==> config.mk <==
export PLATFORM = sky130hd
export DESIGN_NAME = result_stage
export DESIGN_NICKNAME = d
export VERILOG_FILES = /design/src/hdl/isa_pkg.sv /design/src/hdl/result_stage.sv
export SDC_FILE = /design/constraint.sdc
export NUM_CORES = 2
export LEC_CHECK = 0
export BUFFER_PORTS_ARGS = -buffer_cell sky130_fd_sc_hd__buf_2
export CAP_MARGIN = 20
export CORE_ASPECT_RATIO = 1.2
export CORE_MARGIN = 4
export CORE_UTILIZATION = 45
export CTS_CLUSTER_DIAMETER = 30
export DETAILED_ROUTE_END_ITERATION = 16
export MAX_ROUTING_LAYER = met4
export PLACE_DENSITY = 0.6
export SLEW_MARGIN = 15
export SYNTH_ARGS = -nofsm -noshare
export SYNTH_HDL_FRONTEND = slang
export SYNTH_SLANG_ARGS = --single-unit
==> constraint.sdc <==
create_clock -name clk -period 4.3 [get_ports clk]
set_clock_uncertainty 0.1 [all_clocks]
set_input_delay 0.86 -clock clk [delete_from_list [all_inputs] [get_ports clk]]
set_output_delay 0.86 -clock clk [all_outputs]
set_load 0.01 [all_outputs]
==> src/hdl/isa_pkg.sv <==
package isa_pkg;

    // Major opcodes of the supported RV64 subset
    typedef enum logic [6:0] {
        opc_load   = 7'b0000011,
        opc_op_imm = 7'b0010011,
        opc_store  = 7'b0100011,
        opc_op     = 7'b0110011
    } opcode_t;

    // funct3 selectors
    localparam logic [2:0] funct3_add_sub = 3'b000;
    localparam logic [2:0] funct3_xor     = 3'b100;
    localparam logic [2:0] funct3_or      = 3'b110;
    localparam logic [2:0] funct3_and     = 3'b111;
    localparam logic [2:0] funct3_ld      = 3'b011; // Doubleword load
    localparam logic [2:0] funct3_sd      = 3'b011; // Doubleword store

    localparam logic [6:0] funct7_sub = 7'b0100000; // SUB in OP space

    typedef logic [4:0] reg_idx_t;

    localparam reg_idx_t reg_zero = 5'd0; // x0, reads as zero

endpackage

==> src/hdl/result_stage.sv <==
`timescale 1ns/100ps

module result_stage #(
    parameter int XLEN       = 64,
    parameter int DMEM_WORDS = 64
) (
    input  logic                          clk,
    input  logic                          rst_n,
    input  logic                          rs_valid,
    input  isa_pkg::reg_idx_t             rs_rd,
    input  logic                          rs_we,
    input  logic                          rs_load,
    input  logic                          rs_store,
    input  logic [XLEN-1:0]               rs_alu_res,
    input  logic [$clog2(DMEM_WORDS)-1:0] rs_addr,
    input  logic [XLEN-1:0]               rs_store_data,
    input  logic [XLEN-1:0]               rs_load_data,
    input  logic [$clog2(DMEM_WORDS)-1:0] mem_raddr,
    output logic [XLEN-1:0]               mem_rdata,
    output logic                          rf_we,
    output isa_pkg::reg_idx_t             rf_wa,
    output logic [XLEN-1:0]               rf_wd,
    output logic                          wb_valid,
    output isa_pkg::reg_idx_t             wb_rd,
    output logic [XLEN-1:0]               wb_data
);

    logic [XLEN-1:0] dmem [DMEM_WORDS];

    always_ff @(posedge clk) begin
        if (rs_valid && rs_store) begin
            dmem[rs_addr] <= rs_store_data;
        end
    end

    assign mem_rdata = dmem[mem_raddr]; // Captured by execute

    assign rf_we = rs_valid && rs_we;
    assign rf_wa = rs_rd;
    assign rf_wd = rs_load ? rs_load_data : rs_alu_res;

    // Write-back pulse, x0 writes stay silent
    always_ff @(posedge clk or negedge rst_n) begin
        if (!rst_n) begin
            wb_valid <= 1'b0;
        end else begin
            wb_valid <= rf_we && rs_rd != isa_pkg::reg_zero;
        end
    end

    always_ff @(posedge clk) begin
        wb_rd   <= rf_wa;
        wb_data <= rf_wd;
    end

endmodule

==> reports/results.tsv <==
metric	value	unit
status	completed	
largest family of logic cells by synthesized area	multiplexers	
post-DR wirelength/cell	38.8	µm
final setup fails	0	
CP Class	primary input to primary output	
#FFs+latches synth	4166	
die height	654	µm
crit path from	mem_raddr[1]	
Post-CTS Setup Inserts	0	
port buffer count	418	
H-tree depth	6	
synth warn	0	
fin crit share	0.974	
Critical Path Sink Type	primary output	
worst slew pin tran	1.19	ns
first-pass iteration count of the detailed router	6	
Mean Syn Cell Area	23.8	µm²
Min Hold Slack	0.0385	ns
synth unique cells	34	
Root Buffer	clkbuf_16	
die width	546	µm
post-synthesis compound-gate area fraction	0.0279	
Tmin final	4.19	ns
Via density	6.32	
final hold vios	0	
share of layout cells above drive strength 1	0.379	
post-synthesis sequential area ratio	0.795	
EDFF count, synth	4096	
crit path DAT	3.23	ns
TritonCTS clock tree	built	
CP required	3.34	ns
mux contribution to synthesized area	0.158	
placer's final routability congestion estimate	0.976	
commonest register cell after synthesis	edfxtp_1	
Die ar.	357000	µm²
element type at the critical path start	primary input	
GR Overflow Total	0	
core area	347000	µm²
vias in the first global route	83300	
Final Max Tran Viols	0	
Post-Syn Area	157000	µm²
Fmax	239	MHz
# Max-Cap Violations	0	
first-pass GRT wire length	690000	µm
Worst-path clk slew	0.05	ns
Synth Area in XOR/XNOR	0	
RSZ-0062 raised after global routing	no	
initial antenna violation count	62	
Nets	8104	
Fillers	25400	
Cells after Synth	6587	
setup TNS	0	ns
area grow syn2layout	23.9	%
CTS sink cnt	4166	
placed cell area	170000	µm²
WHS Path Cells	2	
crit path max fanout	54	
hold_sp	rs_load_data[11]	
VDD IR max	491	µV
TritonCTS buffer count	657	
IO Count	419	
Clock Path Buffers	4	
fin area	194000	µm²
DRT iter0 DRCs	12200	
commonest non-fill, non-tap cell in the layout	edfxtp_1	
pin count of the biggest net entering global routing	65	
detailed-route wire length	505000	µm
initial core utilization	0.451	
Hold WC Path Type	primary input to register	
commonest non-fill, non-tap cells in the layout	edfxtp_1 (4096), mux4_2 (1024), clkbuf_16 (667)	
ys async rst share	0.000240	
Routed Antenna Nets	0	
Slew headroom	0.209	
Simple-Gate Fraction of Synth Area	0.00835	
hpwl dp	288000	µm
Global Route Usage Sum	0.288	
DRC viols	0	
adder-cell share of the synthesized area	0	
row cnt	237	
total number of vias	82200	
Leak	0.0630	µW
Cell Pwr Density	533	nW/µm²
Post-Syn Nets	6802	
metal layers:
metal  global-route usage  up-vias  wire length, µm
li1                     -    31600                -
met1                0.362    44400           183000
met2                0.468     5188           252000
met3               0.0595     1042            49200
met4                0.106        0            21200
met5                    -        -                0
per-stage QoR:
stage	worst slack, ns	cells	util	total power, µW
floorplan	-0.669	6587	-	47900
global placement	0.0509	11700	0.491	50100
detailed placement	0.0590	11700	0.491	50200
CTS	0.0534	13000	0.559	104000
global route	0.0380	13000	0.559	106000
finish	0.113	13000	0.559	103000
logic make-up after synthesis:
group,Yosys count
buf+inv,386
compound gates,576
mux,1181
flops,4166
simple gates,278
cell type report:
class | instances | area [µm²] | share of cell area
tap | 4541 | 5680 | 0.0293
clock buffer | 727 | 16900 | 0.0872
multi-input combinational | 2035 | 31000 | 0.160
clock inverter | 482 | 5970 | 0.0308
sequential | 4166 | 124000 | 0.641
timing repair buffer | 1028 | 10000 | 0.0516
inverter | 1 | 3.75 | 0.0000193
antenna | 39 | 97.6 | 0.000503
report_power, final:
group | internal (µW) | total (µW) | leakage [µW] | switching, µW
sequential | 44900 | 44900 | 0.0374 | 68.4
clock | 34100 | 53900 | 0.0109 | 19800
combinational | 1790 | 4530 | 0.0146 | 2740
total | 80700 | 103000 | 0.0630 | 22600
cells in the mapped netlist, types with 7 or more instances:
library cell,instances,area share
dfxtp_1,69,0.0088
nand2_1,10,0.00024
edfxtp_1,4096,0.79
mux4_2,1024,0.15
a21oi_1,28,0.00089
mux2i_1,93,0.0059
buf_2,144,0.0046
nor2_1,106,0.0025
o211a_1,64,0.0041
nor2b_1,7,0.00028
mux2_2,64,0.0046
o22ai_1,99,0.0040
a22oi_1,256,0.012
nand3_1,131,0.0042
buf_1,46,0.0011
o221ai_1,64,0.0036
clkbuf_1,159,0.0038
a211oi_1,63,0.0030
buf_4,33,0.0016
state kept, by name (all words and copies together) (netlist names):
| register | count |
|---|---|
| dmem | 4096 |
| wb_data | 64 |
| wb_rd | 5 |
| wb_valid | 1 |
final timing paths:
| kind | endpoint |
|---|---|
| max | mem_rdata[20] |
| min | wb_data[11] |
| max in group asynchronous | wb_valid |
| min in group asynchronous | wb_valid |
critical path, stage by stage:
cell and delay, ns:
buf_8 0.27, buf_4 0.73, mux4_2 0.46, mux2i_1 0.17, a21oi_1 0.13, o211a_1 0.28
buf_2 0.15
timing repair:
item                                    4_1_cts  5_1_grt
endpoints found under the hold margin        43        0
endpoints found under the setup margin        0        1
hold buffers                                 71        0
gates resized for setup                       0        1
Power figures use the tool's default switching activity.
