$ cat src/hdl/isa_pkg.sv
package isa_pkg;

    // Major opcodes of the supported RV64 subset
    typedef enum logic [6:0] {
        opc_load   = 7'b0000011,
        opc_op_imm = 7'b0010011,
        opc_store  = 7'b0100011,
        opc_op     = 7'b0110011
    } opcode_t;

    // funct3 selectors
    localparam logic [2:0] funct3_add_sub = 3'b000;
    localparam logic [2:0] funct3_xor     = 3'b100;
    localparam logic [2:0] funct3_or      = 3'b110;
    localparam logic [2:0] funct3_and     = 3'b111;
    localparam logic [2:0] funct3_ld      = 3'b011; // Doubleword load
    localparam logic [2:0] funct3_sd      = 3'b011; // Doubleword store

    localparam logic [6:0] funct7_sub = 7'b0100000; // SUB in OP space

    typedef logic [4:0] reg_idx_t;

    localparam reg_idx_t reg_zero = 5'd0; // x0, reads as zero

endpackage

$ cat src/hdl/pipe_pkg.sv
package pipe_pkg;

    // ALU operation carried from decode into execute
    typedef enum logic [2:0] {
        alu_add = 3'd0,
        alu_sub = 3'd1,
        alu_and = 3'd2,
        alu_or  = 3'd3,
        alu_xor = 3'd4
    } alu_op_t;

    // Reason decode is held, in priority order
    typedef enum logic [1:0] {
        hz_none        = 2'd0,
        hz_raw_execute = 2'd1, // Source written by instruction in execute
        hz_raw_result  = 2'd2, // Source written by instruction in result
        hz_store_load  = 2'd3  // Load hits address of store in execute
    } hazard_t;

endpackage

$ cat src/hdl/hazard_unit.sv
`timescale 1ns/100ps

module hazard_unit #(
    parameter int XLEN = 64
) (
    input  logic              clk,
    input  logic              rst_n,
    input  logic              id_valid,
    input  isa_pkg::reg_idx_t id_rs1,
    input  isa_pkg::reg_idx_t id_rs2,
    input  logic              id_use_rs1,
    input  logic              id_use_rs2,
    input  logic              id_load,
    input  logic [XLEN-1:0]   id_addr,
    input  isa_pkg::reg_idx_t ex_rd,
    input  logic              ex_we,
    input  logic              ex_store,
    input  logic [XLEN-1:0]   ex_store_addr,
    input  isa_pkg::reg_idx_t rs_rd,
    input  logic              rs_we,
    output logic              stall,
    output pipe_pkg::hazard_t cause
);

    logic raw_ex;
    logic raw_rs;
    logic st_ld;

    function automatic logic src_hit(isa_pkg::reg_idx_t rs, logic used,
                                     isa_pkg::reg_idx_t rd, logic we);
        return used && we && rs != isa_pkg::reg_zero && rs == rd;
    endfunction

    assign raw_ex = src_hit(id_rs1, id_use_rs1, ex_rd, ex_we) ||
                    src_hit(id_rs2, id_use_rs2, ex_rd, ex_we);
    assign raw_rs = src_hit(id_rs1, id_use_rs1, rs_rd, rs_we) ||
                    src_hit(id_rs2, id_use_rs2, rs_rd, rs_we);

    // Store-then-load on the same address
    // The bubble behind the stall moves the store on, so it lasts one cycle
    assign st_ld = id_load && ex_store && id_addr == ex_store_addr;

    always_comb begin
        if (!id_valid) begin
            cause = pipe_pkg::hz_none;
        end else if (raw_ex) begin
            cause = pipe_pkg::hz_raw_execute;
        end else if (raw_rs) begin
            cause = pipe_pkg::hz_raw_result;
        end else if (st_ld) begin
            cause = pipe_pkg::hz_store_load;
        end else begin
            cause = pipe_pkg::hz_none;
        end
    end

    assign stall = cause != pipe_pkg::hz_none;

endmodule

$ cat config.mk
export PLATFORM = sky130hd
export DESIGN_NAME = hazard_unit
export DESIGN_NICKNAME = d
export VERILOG_FILES = /design/src/hdl/isa_pkg.sv /design/src/hdl/pipe_pkg.sv /design/src/hdl/hazard_unit.sv
export SDC_FILE = /design/constraint.sdc
export NUM_CORES = 1
export LEC_CHECK = 0
export ABC_AREA = 1
export BUFFER_PORTS_ARGS = -buffer_cell sky130_fd_sc_hd__clkbuf_2
export CELL_PAD_IN_SITES_DETAIL_PLACEMENT = 2
export CELL_PAD_IN_SITES_GLOBAL_PLACEMENT = 2
export CORE_UTILIZATION = 15
export DETAILED_ROUTE_END_ITERATION = 16
export GPL_TIMING_DRIVEN = 0
export PLACE_DENSITY_LB_ADDON = 0.2
export SLEW_MARGIN = 20
export SYNTH_ARGS = -nofsm -noshare
export SYNTH_HDL_FRONTEND = slang
export SYNTH_SLANG_ARGS = --single-unit
$ cat constraint.sdc
create_clock -name vclk -period 4.95
set_input_delay 1.485 -clock vclk [all_inputs]
set_output_delay 1.485 -clock vclk [all_outputs]
set_load 0.02 [all_outputs]
==> results.yml <==
route:
  ant_nets: 0
  drc: 0
  dr.pass1.iters: 4
  finalWirelength_um: 6980
  wl_per_cell_um: 10.5
  drtIter0Drc: 26
  vias_per_cell: 4.05
  dr_total_vias: 2691
cts:
  cts_hold_buffers: 0
  postCtsSetupBuffers: 0
  ctsResizeCount: 0
placement:
  routabilityCongestion: 0.778
  dp_hpwl_um: 6930
  dp_slack_ps: 716
  portBuffers: 158
cells_and_area:
  area_delta_synth_final_pct: 60.9
  mostFrequentLayoutCell: "clkbuf_2"
  drive_above_1_share_pct: 31.6
  nClkBuffers: 0
  final_nets: 687
  design.seq.count: 0
  ff_latch_area_um2: 0
  antennaDiodeCount: 0
  fill_cells: 1423
  most-common-layout-cells: "158 x clkbuf_2, 141 x nand2_1, 96 x inv_1"
pwr:
  p_per_area_mw_per_mm2: 67.8
  p_leak_nw: 1.75
  ir_drop_mv: 0.0145
setup_path:
  crit_path_end_kind: "primary output"
  worstPathArrival_ps: 2720
  crit_type: "primary input to primary output"
  required_ps: 3460
  startpoint_type: "primary input"
  crit_fanout: 2
min_path:
  hp-start: "id_valid"
  hold_class: "primary input to primary output"
  whs_endpoint: "cause[1]"
  hold_depth: 4
floorplan:
  boundaryPins: 160
  die-area_mm2: 0.0109
  core-area_mm2: 0.0103
  die_x_um: 105
  die_y_um: 105
  initial_utilization_pct: 15.4
  rows: 37
synth:
  ys_warn_count: 0
  synth_cells: 370
  syn_area_per_cell_um2: 4.27
  synth.distinct_cells: 18
  seq_area_frac_synth_pct: 0
  syn_area_mm2: 0.00158
  syn_nets: 527
timing:
  slew_violations: 0
  worstMarginPinSlew_ps: 224
  fmax_mhz: 238
  hold_violations: 0
  slew-limit-headroom_pct: 85.0
  setup_viol: 0
  finalWorstSetupSlack_ps: 742
  rsz0062_at_grt: "no"
  tns_ps: 0
  period_needed_ps: 4210
  whs_ps: 3300
  timing.final.crit_share_pct: 85.0
global_routing:
  grt_pass1_wl_um: 11600
  grt-ovfl-total: 0
  grt_use_total_pct: 12.4
  antenna_found_initial: 0
  grt_pass1_vias: 2857
  grt_max_degree: 5
outcome:
  status: "completed"
run:
  cap_violations: 0
==> Yosys cell counts <==
library cell  number  area [um2]
nor2_2             3        18.8
nand3_1            3        15.0
o2111ai_1          1        8.76
nand3b_1           1        7.51
a21boi_2           1        11.3
o21ai_1            1        5.00
a31oi_1            1        6.26
or2_2              5        31.3
o21ai_0            7        35.0
xnor2_1           16         140
a21oi_1            4        20.0
nand4_1            9        56.3
inv_1             96         360
nand2_1          141         529
nor3_1             6        30.0
xor2_1             2        17.5
o22ai_1            5        31.3
nor2_1            68         255
==> logic make-up (layout without fill, tap and decap cells) <==
group | count (synthesis) | after routing | synth area share, %
compound gates | 20 | 20 | 7.45
xor+xnor | 18 | 18 | 9.98
buf+inv | 96 | 254 | 22.8
simple gates | 236 | 236 | 59.7
==> worst max-delay path by stage <==
stage,start,end,slack (ps),cells past startpoint
2_1_floorplan,ex_store_addr[60],stall,1020,9
3_3_place_gp,ex_store_addr[48],stall,750,11
3_5_place_dp,ex_store_addr[60],stall,720,11
4_1_cts,ex_store_addr[60],stall,710,11
5_1_grt,ex_store_addr[53],stall,560,12
6_report,ex_store_addr[60],stall,740,11
==> final cells by class <==
class | instances | area [um2] | share of cell area (%)
Tap cell | 136 | 170 | 6.70
Multi-Input combinational cell | 274 | 1220 | 48.0
Timing Repair Buffer | 158 | 791 | 31.1
Inverter | 96 | 360 | 14.2
==> layer usage <==
layer	vias to the layer above	part of all wire [%]	GRT usage, %
met2	80	56	26.5
met3	0	6.6	2.00
met4	0	0	0
li1	1391	-	-
met5	-	0	0
met1	1220	37	13.0
==> power breakdown <==
group          leakage, nW  total, W  switching, W  internal [W]
logic                 1.75  0.000172     0.0000857     0.0000864
registers                0         0             0             0
clock network            0         0             0             0
total                 1.75  0.000172     0.0000857     0.0000864
==> critical path, stage by stage <==
cell      delay, ps
clkbuf_2         90
nor2_1          100
nor2_1           50
nor2_1          130
nand2_1          90
nor2_1          100
nand2_1          80
nor2_2          130
nand3_1         110
a31oi_1         150
clkbuf_2        200
==> stage by stage <==
| stage | instance area, um2 | util [%] | std cells | total power, W |
|---|---|---|---|---|
| 6_report | 2540 | 24.7 | 664 | 0.000172 |
| 3_5_place_dp | 2540 | 24.7 | 664 | 0.000177 |
| 2_1_floorplan | 1580 | - | 370 | 0.0000810 |
| 4_1_cts | 2540 | 24.7 | 664 | 0.000178 |
| 3_3_place_gp | 2540 | 24.7 | 664 | 0.000168 |
| 5_1_grt | 2540 | 24.7 | 664 | 0.000198 |
Power figures use the tool's default switching activity.
