--- src/hdl/isa_pkg.sv ---
package isa_pkg;

    // Major opcodes of the supported RV64 subset
    typedef enum logic [6:0] {
        opc_load   = 7'b0000011,
        opc_op_imm = 7'b0010011,
        opc_store  = 7'b0100011,
        opc_op     = 7'b0110011
    } opcode_t;

    // funct3 selectors
    localparam logic [2:0] funct3_add_sub = 3'b000;
    localparam logic [2:0] funct3_xor     = 3'b100;
    localparam logic [2:0] funct3_or      = 3'b110;
    localparam logic [2:0] funct3_and     = 3'b111;
    localparam logic [2:0] funct3_ld      = 3'b011; // Doubleword load
    localparam logic [2:0] funct3_sd      = 3'b011; // Doubleword store

    localparam logic [6:0] funct7_sub = 7'b0100000; // SUB in OP space

    typedef logic [4:0] reg_idx_t;

    localparam reg_idx_t reg_zero = 5'd0; // x0, reads as zero

endpackage

--- src/hdl/pipe_pkg.sv ---
package pipe_pkg;

    // ALU operation carried from decode into execute
    typedef enum logic [2:0] {
        alu_add = 3'd0,
        alu_sub = 3'd1,
        alu_and = 3'd2,
        alu_or  = 3'd3,
        alu_xor = 3'd4
    } alu_op_t;

    // Reason decode is held, in priority order
    typedef enum logic [1:0] {
        hz_none        = 2'd0,
        hz_raw_execute = 2'd1, // Source written by instruction in execute
        hz_raw_result  = 2'd2, // Source written by instruction in result
        hz_store_load  = 2'd3  // Load hits address of store in execute
    } hazard_t;

endpackage

--- src/hdl/execute_stage.sv ---
`timescale 1ns/100ps

module execute_stage #(
    parameter int XLEN       = 64,
    parameter int DMEM_WORDS = 64
) (
    input  logic                          clk,
    input  logic                          rst_n,
    input  logic                          ex_valid,
    input  pipe_pkg::alu_op_t             ex_alu_op,
    input  logic [XLEN-1:0]               ex_a,
    input  logic [XLEN-1:0]               ex_b,
    input  isa_pkg::reg_idx_t             ex_rd,
    input  logic                          ex_we,
    input  logic                          ex_load,
    input  logic                          ex_store,
    input  logic [XLEN-1:0]               ex_store_data,
    input  logic [XLEN-1:0]               mem_rdata,
    output logic [$clog2(DMEM_WORDS)-1:0] mem_raddr,
    output logic [XLEN-1:0]               store_addr,
    output logic                          rs_valid,
    output isa_pkg::reg_idx_t             rs_rd,
    output logic                          rs_we,
    output logic                          rs_load,
    output logic                          rs_store,
    output logic [XLEN-1:0]               rs_alu_res,
    output logic [$clog2(DMEM_WORDS)-1:0] rs_addr,
    output logic [XLEN-1:0]               rs_store_data,
    output logic [XLEN-1:0]               rs_load_data
);

    localparam int              OFS       = $clog2(XLEN / 8); // Byte offset bits
    localparam int              AW        = $clog2(DMEM_WORDS);
    localparam logic [XLEN-1:0] SPAN_MASK = {(AW + OFS){1'b1}};

    logic [XLEN-1:0] alu_res;
    logic [XLEN-1:0] addr;

    always_comb begin
        case (ex_alu_op)
            pipe_pkg::alu_sub: alu_res = ex_a - ex_b;
            pipe_pkg::alu_and: alu_res = ex_a & ex_b;
            pipe_pkg::alu_or:  alu_res = ex_a | ex_b;
            pipe_pkg::alu_xor: alu_res = ex_a ^ ex_b;
            default:           alu_res = ex_a + ex_b;
        endcase
    end

    assign addr       = ex_a + ex_b; // Base plus immediate
    assign store_addr = addr & SPAN_MASK;
    assign mem_raddr  = addr[OFS +: AW];

    always_ff @(posedge clk or negedge rst_n) begin
        if (!rst_n) begin
            rs_valid <= 1'b0;
            rs_we    <= 1'b0;
            rs_load  <= 1'b0;
            rs_store <= 1'b0;
        end else begin
            rs_valid <= ex_valid;
            rs_we    <= ex_we;
            rs_load  <= ex_load;
            rs_store <= ex_store;
        end
    end

    always_ff @(posedge clk) begin
        rs_rd         <= ex_rd;
        rs_alu_res    <= alu_res;
        rs_addr       <= addr[OFS +: AW];
        rs_store_data <= ex_store_data;
        rs_load_data  <= mem_rdata; // Synchronous read point
    end

endmodule

--- config.mk ---
export PLATFORM = sky130hd
export DESIGN_NAME = execute_stage
export DESIGN_NICKNAME = d
export VERILOG_FILES = /design/src/hdl/isa_pkg.sv /design/src/hdl/pipe_pkg.sv /design/src/hdl/execute_stage.sv
export SDC_FILE = /design/constraint.sdc
export NUM_CORES = 1
export LEC_CHECK = 0
export ABC_CLOCK_PERIOD_IN_PS = 3700
export BUFFER_PORTS_ARGS = -buffer_cell sky130_fd_sc_hd__buf_2
export CELL_PAD_IN_SITES_DETAIL_PLACEMENT = 0
export CELL_PAD_IN_SITES_GLOBAL_PLACEMENT = 1
export CORE_MARGIN = 5
export CORE_UTILIZATION = 35
export DETAILED_ROUTE_END_ITERATION = 12
export PLACE_DENSITY_LB_ADDON = 0.1
export SETUP_SLACK_MARGIN = 0.4
export SYNTH_ARGS = -nofsm -noshare
export SYNTH_HDL_FRONTEND = slang
export SYNTH_SLANG_ARGS = --single-unit
export TNS_END_PERCENT = 5
--- constraint.sdc ---
create_clock -name clk -period 3.7 [get_ports clk]
set_input_delay 0.185 -clock clk [delete_from_list [all_inputs] [get_ports clk]]
set_output_delay 0.185 -clock clk [all_outputs]
set_load 0.005 [all_outputs]
==> summary.txt <==
commonest non-fill, non-tap cell in the layout - buf_2
first-pass GRT wire length - 124 mm
antenna violations before repair - 6
PD cells - 376 mW/mm²
Die H - 226 µm
area grow syn2layout - 37.8%
Worst Path Max Fanout - 6
Via density - 5.50
RSZ-0062 raised after global routing - true
core area - 0.0463 mm²
Yosys top cell area share - 25.0%
largest family of logic cells by synthesized area - compound AO/OA/AOI/OAI gates
M1 WL - 36.3 mm
layout cells sized above 1 - 26.6%
multi-input gate area in the final layout - 0.0106 mm²
DP HPWL - 67.4 mm
grt total ovfl - 0
commonest non-fill, non-tap cells in the layout - buf_2 (490), a21oi_1 (234), inv_1 (203), dfxtp_1 (203), ha_1 (191)
run status - finished clean
Tot GR Track Use - 31.6%
Pint - 5.42 mW
final slew viol count - 0
clock buffer count from CTS - 26
Sw Share - 35.8%
Synth Area in XOR/XNOR - 0.968%
max cap viols - 0
Synth Area in Compound Gates - 32.1%
mean area per synthesized cell - 7.62 µm²
Worst EP arrival - 3.66 ns
CP required - 4.15 ns
via count - 19100
Finished Cell Area - 0.0224 mm²
Hold Vio Cnt, Final - 0
ANT nets after route - 0
synthesized cell area - 0.0163 mm²
Max clock buf depth - 3
placed instance count - 3280
unique cell type count in the Yosys netlist - 97
Slew HR - 41.7%
CP Capture Type - flop
DR iter-0 viols - 1509
num ports - 547
Port Buf Inserts - 491
kind of critical path - in -> reg
hold_ws - 0.109 ns
Setup violations, final - 0
ys async rst share - 1.93%
# rows - 79
simple-gate share of the synthesized area - 15.5%
Cells after Synth - 2137
Main synth FF type - dfxtp_1
layout filler cell count - 4623
setup repair bufs after CTS - 0
DRT Wirelength - 85.4 mm
Clock Tree Root - clkbuf_16
DRT Pass-1 Iters - 5
leak pwr - 10.9 nW
post-route DRC violation count - 0
Synth area leaders - dfxtp_1 (25%), ha_1 (15%), a21oi_1 (7.2%)
Psw - 3.02 mW
mux cell area share after synthesis - 0.438%
largest net degree at the start of global routing - 62
Final Non-Filler Cells - 3468
Fmax - 312 MHz
EDFF count, synth - 0
Yosys top cell by area - dfxtp_1
worst slew pin tran - 0.868 ns
wire length on met2 - 40.3 mm
Yosys warnings - 0
Peak VDD IR - 0.495 mV
GPL Wtd Cong - 1.04
Starting Density - 35.2%
clock transition at the registers of the reported paths - 0.06 ns
Die Wd - 226 µm
register area - 0.00416 mm²
vias in the first global route - 18900
Placed Area - 0.0201 mm²
clock sinks - 207
nets - 3303
WL met3 - 5.45 mm
Top Metal Used - met5
Startpoint Class - primary input
synthesized-area fraction occupied by adder cells - 15.0%
post-layout min period - 3.21 ns
synthesis-stage register bit count - 207
die area - 0.0509 mm²
part of the power in registers - 30.2%
sequential-to-total area share from yosys stat - 25.6%
clock power share - 33.7%
Comb pwr share - 36.1%
period utilization - 86.8%
CTS tree - done
TNS Setup - 0 ns
Hold WC Path Type - in -> reg
H-tree depth - 1
Routed WL per cell - 24.6 µm
-- power by group through the flow --
stage | clock, mW | combinational [mW] | sequential (mW)
floorplan | 0 | 1.55 | 2.60
detailed placement | 0 | 2.87 | 2.59
global route | 2.97 | 3.29 | 2.56
CTS | 2.91 | 3.01 | 2.55
global placement | 0 | 2.86 | 2.59
finish | 2.85 | 3.05 | 2.55
-- registers in the layout (all words and copies together) (netlist names) --
| signal | cells |
|---|---|
| rs_load | 1 |
| rs_store_data | 64 |
| rs_addr | 6 |
| rs_alu_res | 64 |
| rs_rd | 5 |
| rs_we | 1 |
| rs_store | 1 |
| rs_valid | 1 |
| rs_load_data | 64 |
-- synthesized netlist by cell type, drive strengths merged (23+ instances only) --
library cell,number
nand3,37
o21bai,39
o22ai,44
inv,204
o21ai,166
a22oi,30
nor2,174
nor3,36
a21oi,239
clkbuf,85
nand2,142
nand4,24
a21o,26
o31ai,35
a211oi,23
buf,92
nor2b,24
ha,191
o211ai,28
dfxtp,203
-- cell type report --
type,instances,share of cell area [%]
tap,607,3.38
clock buffer,32,3.18
clock inverter,16,1.04
timing repair buffer,798,23.0
antenna,1,0.0111
inverter,207,3.46
multi-input combinational,1600,47.4
sequential,207,18.6
-- path summary, 6_finish.rpt --
check	start	endpoint	slack, ns	depth (start not counted)
worst max-delay path	ex_b[12]	rs_alu_res[59]$_DFF_P_	0.49	16
worst min-delay path	ex_b[15]	rs_alu_res[15]$_DFF_P_	0.11	4
min in group asynchronous	rst_n	rs_valid$_DFF_PN0_	0.58	3
max in group asynchronous	rst_n	rs_load$_DFF_PN0_	2.83	3
-- stage by stage --
| stage | setup slack [ns] | utilization, % | total power [mW] |
|---|---|---|---|
| final | 0.490 | 48.5 | 8.45 |
| after global placement | -0.0312 | 43.4 | 5.46 |
| after global routing | 0.367 | 48.5 | 8.83 |
| after detailed placement | 0.000618 | 43.4 | 5.46 |
| after floorplan | 0.525 | - | 4.15 |
| after CTS | 0.576 | 48.5 | 8.47 |
-- routing by layer --
| metal | vias up | GRT usage, % |
|---|---|---|
| met5 | - | 0 |
| met4 | 6 | 10.7 |
| met3 | 145 | 4.55 |
| met2 | 840 | 53.7 |
| met1 | 9156 | 41.4 |
| li1 | 8935 | - |
-- cells by family (layout without fill, tap and decap cells) --
logic type,count (synthesis),count (layout)
AO/OA/AOI/OAI,792,792
AND/OR/NAND/NOR,534,534
buffers and inverters,384,1053
flip-flops,207,207
adder cells (fa/ha/maj),194,194
XOR/XNOR,18,18
multiplexers,7,7
other,1,56
-- critical path: stages --
cell and delay (ns):
buf_2 0.11, inv_1 0.06, ha_1 0.36, buf_4 0.19, a21oi_1 0.27, o21ai_0 0.15, a41o_1 0.23, a41o_1 0.24
a21oi_1 0.58, o2111ai_1 0.24, nand2_1 0.21, o31ai_1 0.09, buf_4 0.17, a21boi_0 0.28, xnor2_1 0.18, a2bb2oi_1 0.09
-- what timing repair did --
item | CTS | global route
gates resized for setup | 0 | 1
hold buffers | 139 | 0
hold endpoints to repair | 141 | 0
setup endpoints to repair | 0 | 4
No activity file was read; power rests on OpenSTA's default activity.
