--- src/hdl/isa_pkg.sv ---
package isa_pkg;

    // Major opcodes of the supported RV64 subset
    typedef enum logic [6:0] {
        opc_load   = 7'b0000011,
        opc_op_imm = 7'b0010011,
        opc_store  = 7'b0100011,
        opc_op     = 7'b0110011
    } opcode_t;

    // funct3 selectors
    localparam logic [2:0] funct3_add_sub = 3'b000;
    localparam logic [2:0] funct3_xor     = 3'b100;
    localparam logic [2:0] funct3_or      = 3'b110;
    localparam logic [2:0] funct3_and     = 3'b111;
    localparam logic [2:0] funct3_ld      = 3'b011; // Doubleword load
    localparam logic [2:0] funct3_sd      = 3'b011; // Doubleword store

    localparam logic [6:0] funct7_sub = 7'b0100000; // SUB in OP space

    typedef logic [4:0] reg_idx_t;

    localparam reg_idx_t reg_zero = 5'd0; // x0, reads as zero

endpackage

--- src/hdl/pipe_pkg.sv ---
package pipe_pkg;

    // ALU operation carried from decode into execute
    typedef enum logic [2:0] {
        alu_add = 3'd0,
        alu_sub = 3'd1,
        alu_and = 3'd2,
        alu_or  = 3'd3,
        alu_xor = 3'd4
    } alu_op_t;

    // Reason decode is held, in priority order
    typedef enum logic [1:0] {
        hz_none        = 2'd0,
        hz_raw_execute = 2'd1, // Source written by instruction in execute
        hz_raw_result  = 2'd2, // Source written by instruction in result
        hz_store_load  = 2'd3  // Load hits address of store in execute
    } hazard_t;

endpackage

--- src/hdl/decode_stage.sv ---
`timescale 1ns/100ps

module decode_stage #(
    parameter int XLEN       = 64,
    parameter int DMEM_WORDS = 64
) (
    input  logic              clk,
    input  logic              rst_n,
    input  logic              inst_valid,
    input  logic [31:0]       inst,
    input  logic              stall,
    input  logic [XLEN-1:0]   rd1,
    input  logic [XLEN-1:0]   rd2,
    output isa_pkg::reg_idx_t ra1,
    output isa_pkg::reg_idx_t ra2,
    output logic              rs1_used,
    output logic              rs2_used,
    output logic              is_load,
    output logic [XLEN-1:0]   load_addr,
    output logic              ex_valid,
    output pipe_pkg::alu_op_t ex_alu_op,
    output logic [XLEN-1:0]   ex_a,
    output logic [XLEN-1:0]   ex_b,
    output isa_pkg::reg_idx_t ex_rd,
    output logic              ex_we,
    output logic              ex_load,
    output logic              ex_store,
    output logic [XLEN-1:0]   ex_store_data
);

    // Address bits that actually select a memory word
    localparam int              SPAN      = $clog2(DMEM_WORDS) + $clog2(XLEN / 8);
    localparam logic [XLEN-1:0] SPAN_MASK = {SPAN{1'b1}};

    isa_pkg::opcode_t  opcode;
    logic [2:0]        funct3;
    isa_pkg::reg_idx_t rd;
    logic [XLEN-1:0]   imm_i;
    logic [XLEN-1:0]   imm_s;
    pipe_pkg::alu_op_t alu_op;
    logic              alu_ok;
    logic              is_op;
    logic              is_op_imm;
    logic              is_store;
    logic              writes_rd;
    logic              accept;

    // ************************************************************
    // Field extraction
    // ************************************************************
    assign opcode = isa_pkg::opcode_t'(inst[6:0]);
    assign funct3 = inst[14:12];
    assign rd     = inst[11:7];
    assign ra1    = inst[19:15];
    assign ra2    = inst[24:20];
    assign imm_i  = {{(XLEN-12){inst[31]}}, inst[31:20]};
    assign imm_s  = {{(XLEN-12){inst[31]}}, inst[31:25], inst[11:7]};

    always_comb begin
        alu_op = pipe_pkg::alu_add;
        alu_ok = 1'b1;
        case (funct3)
            isa_pkg::funct3_add_sub: begin
                if (opcode == isa_pkg::opc_op && inst[31:25] == isa_pkg::funct7_sub) begin
                    alu_op = pipe_pkg::alu_sub;
                end
            end
            isa_pkg::funct3_xor: alu_op = pipe_pkg::alu_xor;
            isa_pkg::funct3_or:  alu_op = pipe_pkg::alu_or;
            isa_pkg::funct3_and: alu_op = pipe_pkg::alu_and;
            default:             alu_ok = 1'b0; // Shifts, compares
        endcase
    end

    assign is_op     = opcode == isa_pkg::opc_op && alu_ok;
    assign is_op_imm = opcode == isa_pkg::opc_op_imm && alu_ok;
    assign is_load   = opcode == isa_pkg::opc_load && funct3 == isa_pkg::funct3_ld;
    assign is_store  = opcode == isa_pkg::opc_store && funct3 == isa_pkg::funct3_sd;
    assign rs1_used  = is_op || is_op_imm || is_load || is_store;
    assign rs2_used  = is_op || is_store;
    assign writes_rd = (is_op || is_op_imm || is_load) && rd != isa_pkg::reg_zero;
    assign load_addr = (rd1 + imm_i) & SPAN_MASK; // For store-load check

    assign accept = inst_valid && !stall;

    // ************************************************************
    // Decode to execute register
    // ************************************************************
    always_ff @(posedge clk or negedge rst_n) begin
        if (!rst_n) begin
            ex_valid <= 1'b0;
            ex_we    <= 1'b0;
            ex_load  <= 1'b0;
            ex_store <= 1'b0;
        end else begin
            ex_valid <= accept; // Bubble when held or idle
            ex_we    <= accept && writes_rd;
            ex_load  <= accept && is_load;
            ex_store <= accept && is_store;
        end
    end

    always_ff @(posedge clk) begin
        ex_alu_op     <= (is_op || is_op_imm) ? alu_op : pipe_pkg::alu_add;
        ex_a          <= rd1;
        ex_b          <= is_op ? rd2 : (is_store ? imm_s : imm_i);
        ex_rd         <= rd;
        ex_store_data <= rd2;
    end

endmodule

--- config.mk ---
export PLATFORM = sky130hd
export DESIGN_NAME = decode_stage
export DESIGN_NICKNAME = d
export VERILOG_FILES = /design/src/hdl/isa_pkg.sv /design/src/hdl/pipe_pkg.sv /design/src/hdl/decode_stage.sv
export SDC_FILE = /design/constraint.sdc
export NUM_CORES = 1
export LEC_CHECK = 0
export ABC_AREA = 0
export ABC_CLOCK_PERIOD_IN_PS = 2710
export BUFFER_PORTS_ARGS = -buffer_cell sky130_fd_sc_hd__buf_4
export CORE_AREA = 4 4 169 171
export DETAILED_ROUTE_END_ITERATION = 10
export DIE_AREA = 0 0 173 175
export PLACE_DENSITY = 0.58
export SLEW_MARGIN = 25
export SYNTH_ARGS = -nofsm -noshare
export SYNTH_HDL_FRONTEND = slang
export SYNTH_SLANG_ARGS = --single-unit
--- constraint.sdc ---
create_clock -name clk -period 2.71 [get_ports clk]
set_clock_uncertainty 0.1 [all_clocks]
set_input_delay 0.271 -clock clk [delete_from_list [all_inputs] [get_ports clk]]
set_output_delay 0.271 -clock clk [all_outputs]
set_load 0.05 [all_outputs]
==> results.sh <==
export IMPL_yosysMostFrequentCell="dfxtp_1"
export IMPL_grt_pass1_vias=5304
export IMPL_antenna_found_initial=1
export IMPL_overflow=0
export IMPL_async_flop_share=0.0196
export IMPL_synth_edff_count=0
export IMPL_core_area_um2=26900
export IMPL_port_buffers=379
export IMPL_drcViolationCount=0
export IMPL_finalSetupTns_ns=0
export IMPL_clk_pin_slew_ns=0.06
export IMPL_wirelength_mm=21.7
export IMPL_ys_top_cells_by_area="dfxtp_1 (68%), buf_4 (8.3%), a21o_1 (6.9%), dfrtp_1 (1.7%), ha_1 (1.7%)"
export IMPL_drive_gt1_frac=0.445
export IMPL_multi_input_area_um2=1350
export IMPL_syn2layout_area_growth_pct=88.1
export IMPL_fin_cells=1320
export IMPL_p_per_area_nw_per_um2=727
export IMPL_ir_drop_mv=0.381
export IMPL_grt_max_degree=43
export IMPL_drt_first_pass_iters=4
export IMPL_cts_buffers_inserted=23
export IMPL_arrival_ns=2.20
export IMPL_ys_warn_count=0
export IMPL_seq_area_um2=4100
export IMPL_post_synth_top_area_cell="dfxtp_1"
export IMPL_startpoint_type="input port"
export IMPL_drv_cap=0
export IMPL_gp_congestion=0.772
export IMPL_static_leakage_power_nw=5.47
export IMPL_netlist_instances=430
export IMPL_synth_area_per_cell_um2=13.6
export IMPL_synth_ff_type="dfxtp_1"
export IMPL_vias=4976
export IMPL_worst_slew_pin_slew_ns=0.504
export IMPL_finalSetupViolCount=0
export IMPL_htree_levels=1
export IMPL_synth_cell_types=45
export IMPL_placed_cells=1132
export IMPL_period_minus_slack_ns=2.57
export IMPL_power_mw=8.00
export IMPL_n_fill_cell=2536
export IMPL_endpoint_kind="output pin"
export IMPL_yosysSeqAreaShare=0.702
export IMPL_timing_fmax_mhz=390
export IMPL_hold_class="in -> async"
export IMPL_relSlewSlack=0.664
export IMPL_die_h_um=175
export IMPL_timing_worst_setup_path_type="in -> out"
export IMPL_clkSinkCount=204
export IMPL_antenna_left=0
export IMPL_rsz0062_at_grt="false"
export IMPL_ys_seq_elements=204
export IMPL_post_cts_setup_buffers=0
export IMPL_syn_area_um2=5850
export IMPL_ys_top_cells_by_count="dfxtp_1 (200), buf_4 (65), a21o_1 (54)"
export IMPL_grt_first_pass_wirelength_mm=31.7
export IMPL_hpwlAfterDp_mm=16.2
export IMPL_wl_per_cell_um=16.5
export IMPL_status="complete, no violations"
export IMPL_crit_path_max_fanout=3
export IMPL_root_buffer="clkbuf_16"
export IMPL_io_pins=445
export IMPL_layout_worst_path_cycle_share=0.947
export IMPL_die_area_um2=30300
export IMPL_fin_nets=1136
export IMPL_drt_iter0_drc=143
export IMPL_hold_viol_final=0
export IMPL_cts_tree="done"
export IMPL_rows=60
export IMPL_cts_path_max_buffers=3
export IMPL_synth_top_area_frac=0.685
export IMPL_cp_required_ns=2.34
export IMPL_globalRouteTotalUtil=0.134
export IMPL_slew_viol_final=0
export IMPL_routed_via_density=3.77
export IMPL_start_util=0.218
export IMPL_fp_dieW_um=173
area by class of cell:
type | instances | area share
diodes | 2 | 0.000455
flip-flops and latches | 204 | 0.373
inverters | 3 | 0.00102
clock inverters | 8 | 0.0110
well taps | 341 | 0.0388
clock buffers | 31 | 0.0569
multi-input cells | 200 | 0.123
repair buffers | 531 | 0.396
power by group:
group	total, mW	internal, mW	switching (mW)
clock network	3.08	1.90	1.19
logic	1.72	0.596	1.12
registers	3.21	3.16	0.0440
total	8.00	5.65	2.35
cells by family after synthesis:
kind of cell             count (synthesis)  synth area share
XOR/XNOR                                 8            0.0120
other                                    1          0.000641
buffers and inverters                   80             0.103
multiplexers                            11            0.0201
adder cells (fa/ha/maj)                  9            0.0205
AND/OR/NAND/NOR                         43            0.0481
AO/OA/AOI/OAI                           74            0.0937
flip-flops                             204             0.702
metal layers:
layer	part of all wire	GRT usage	routed length, µm
met3	0.10	0.0530	2170
met1	0.34	0.130	7340
met4	0.027	0.0496	597
met5	0	0	0
met2	0.54	0.255	11600
per-stage QoR:
step / hold slack (ns) / area [µm²] / setup WS [ns] / util
2_1_floorplan: -0.125 / 6060 / 0.199 / -
5_1_grt: 0.0123 / 11000 / 0.00785 / 0.409
4_1_cts: 0.000991 / 11000 / 0.112 / 0.409
3_3_place_gp: -0.0312 / 8780 / 0.156 / 0.327
6_report: 0.0273 / 11000 / 0.143 / 0.409
3_5_place_dp: -0.0297 / 8780 / 0.140 / 0.327
what timing repair did:
item	CTS	global route
endpoints found under the setup margin	0	1
endpoints found under the hold margin	207	0
gates resized for setup	0	1
hold buffers	147	0
registers in the layout, summed over array words and instances (netlist names):
name	cells
ex_store_data	64
ex_valid	1
ex_alu_op	3
ex_a	64
ex_we	1
ex_load	1
ex_store	1
ex_rd	5
ex_b	64
cells in the final DEF, fill, tap and decap left out, types with 2 or more instances in the layout:
cell type      count
o211ai_1           2
conb_1            55
nand3_1            7
mux2_2             4
dfxtp_1          200
and3_1             3
nand2_1            4
clkbuf_16         23
clkbuf_1           6
buf_4            384
mux2_1             2
a21oi_1            4
nor3_1             3
dfrtp_1            4
clkbuf_8           2
ha_1               7
or3_1              2
inv_1              3
a21o_1            54
bufinv_16          3
o21ai_0            6
xnor2_1            5
diode_2            2
nor2_1             6
nor4b_1            2
xor2_1             2
clkinv_2           3
mux2i_1            5
and2_1             5
dlygate4sd3_1    147
final timing paths:
kind | startpoint | end | slack [ns] | cells past startpoint
max | inst[20] | load_addr[8] | 0.14 | 9
max in group asynchronous | rst_n | ex_load$_DFF_PN0_ | 2.38 | 2
min in group clk | inst[4] | ex_alu_op[0]$_SDFF_PN0_ | 0.03 | 3
min | rst_n | ex_store$_DFF_PN0_ | 0.03 | 2
worst max-delay path, stage by stage:
cell       delay, ns
buf_4           0.12
ha_1            0.23
fa_1            0.41
a21o_1          0.24
a2111oi_2       0.30
buf_4           0.18
a21oi_1         0.09
xnor2_2         0.15
buf_4           0.21
No activity file was read; power rests on OpenSTA's default activity.
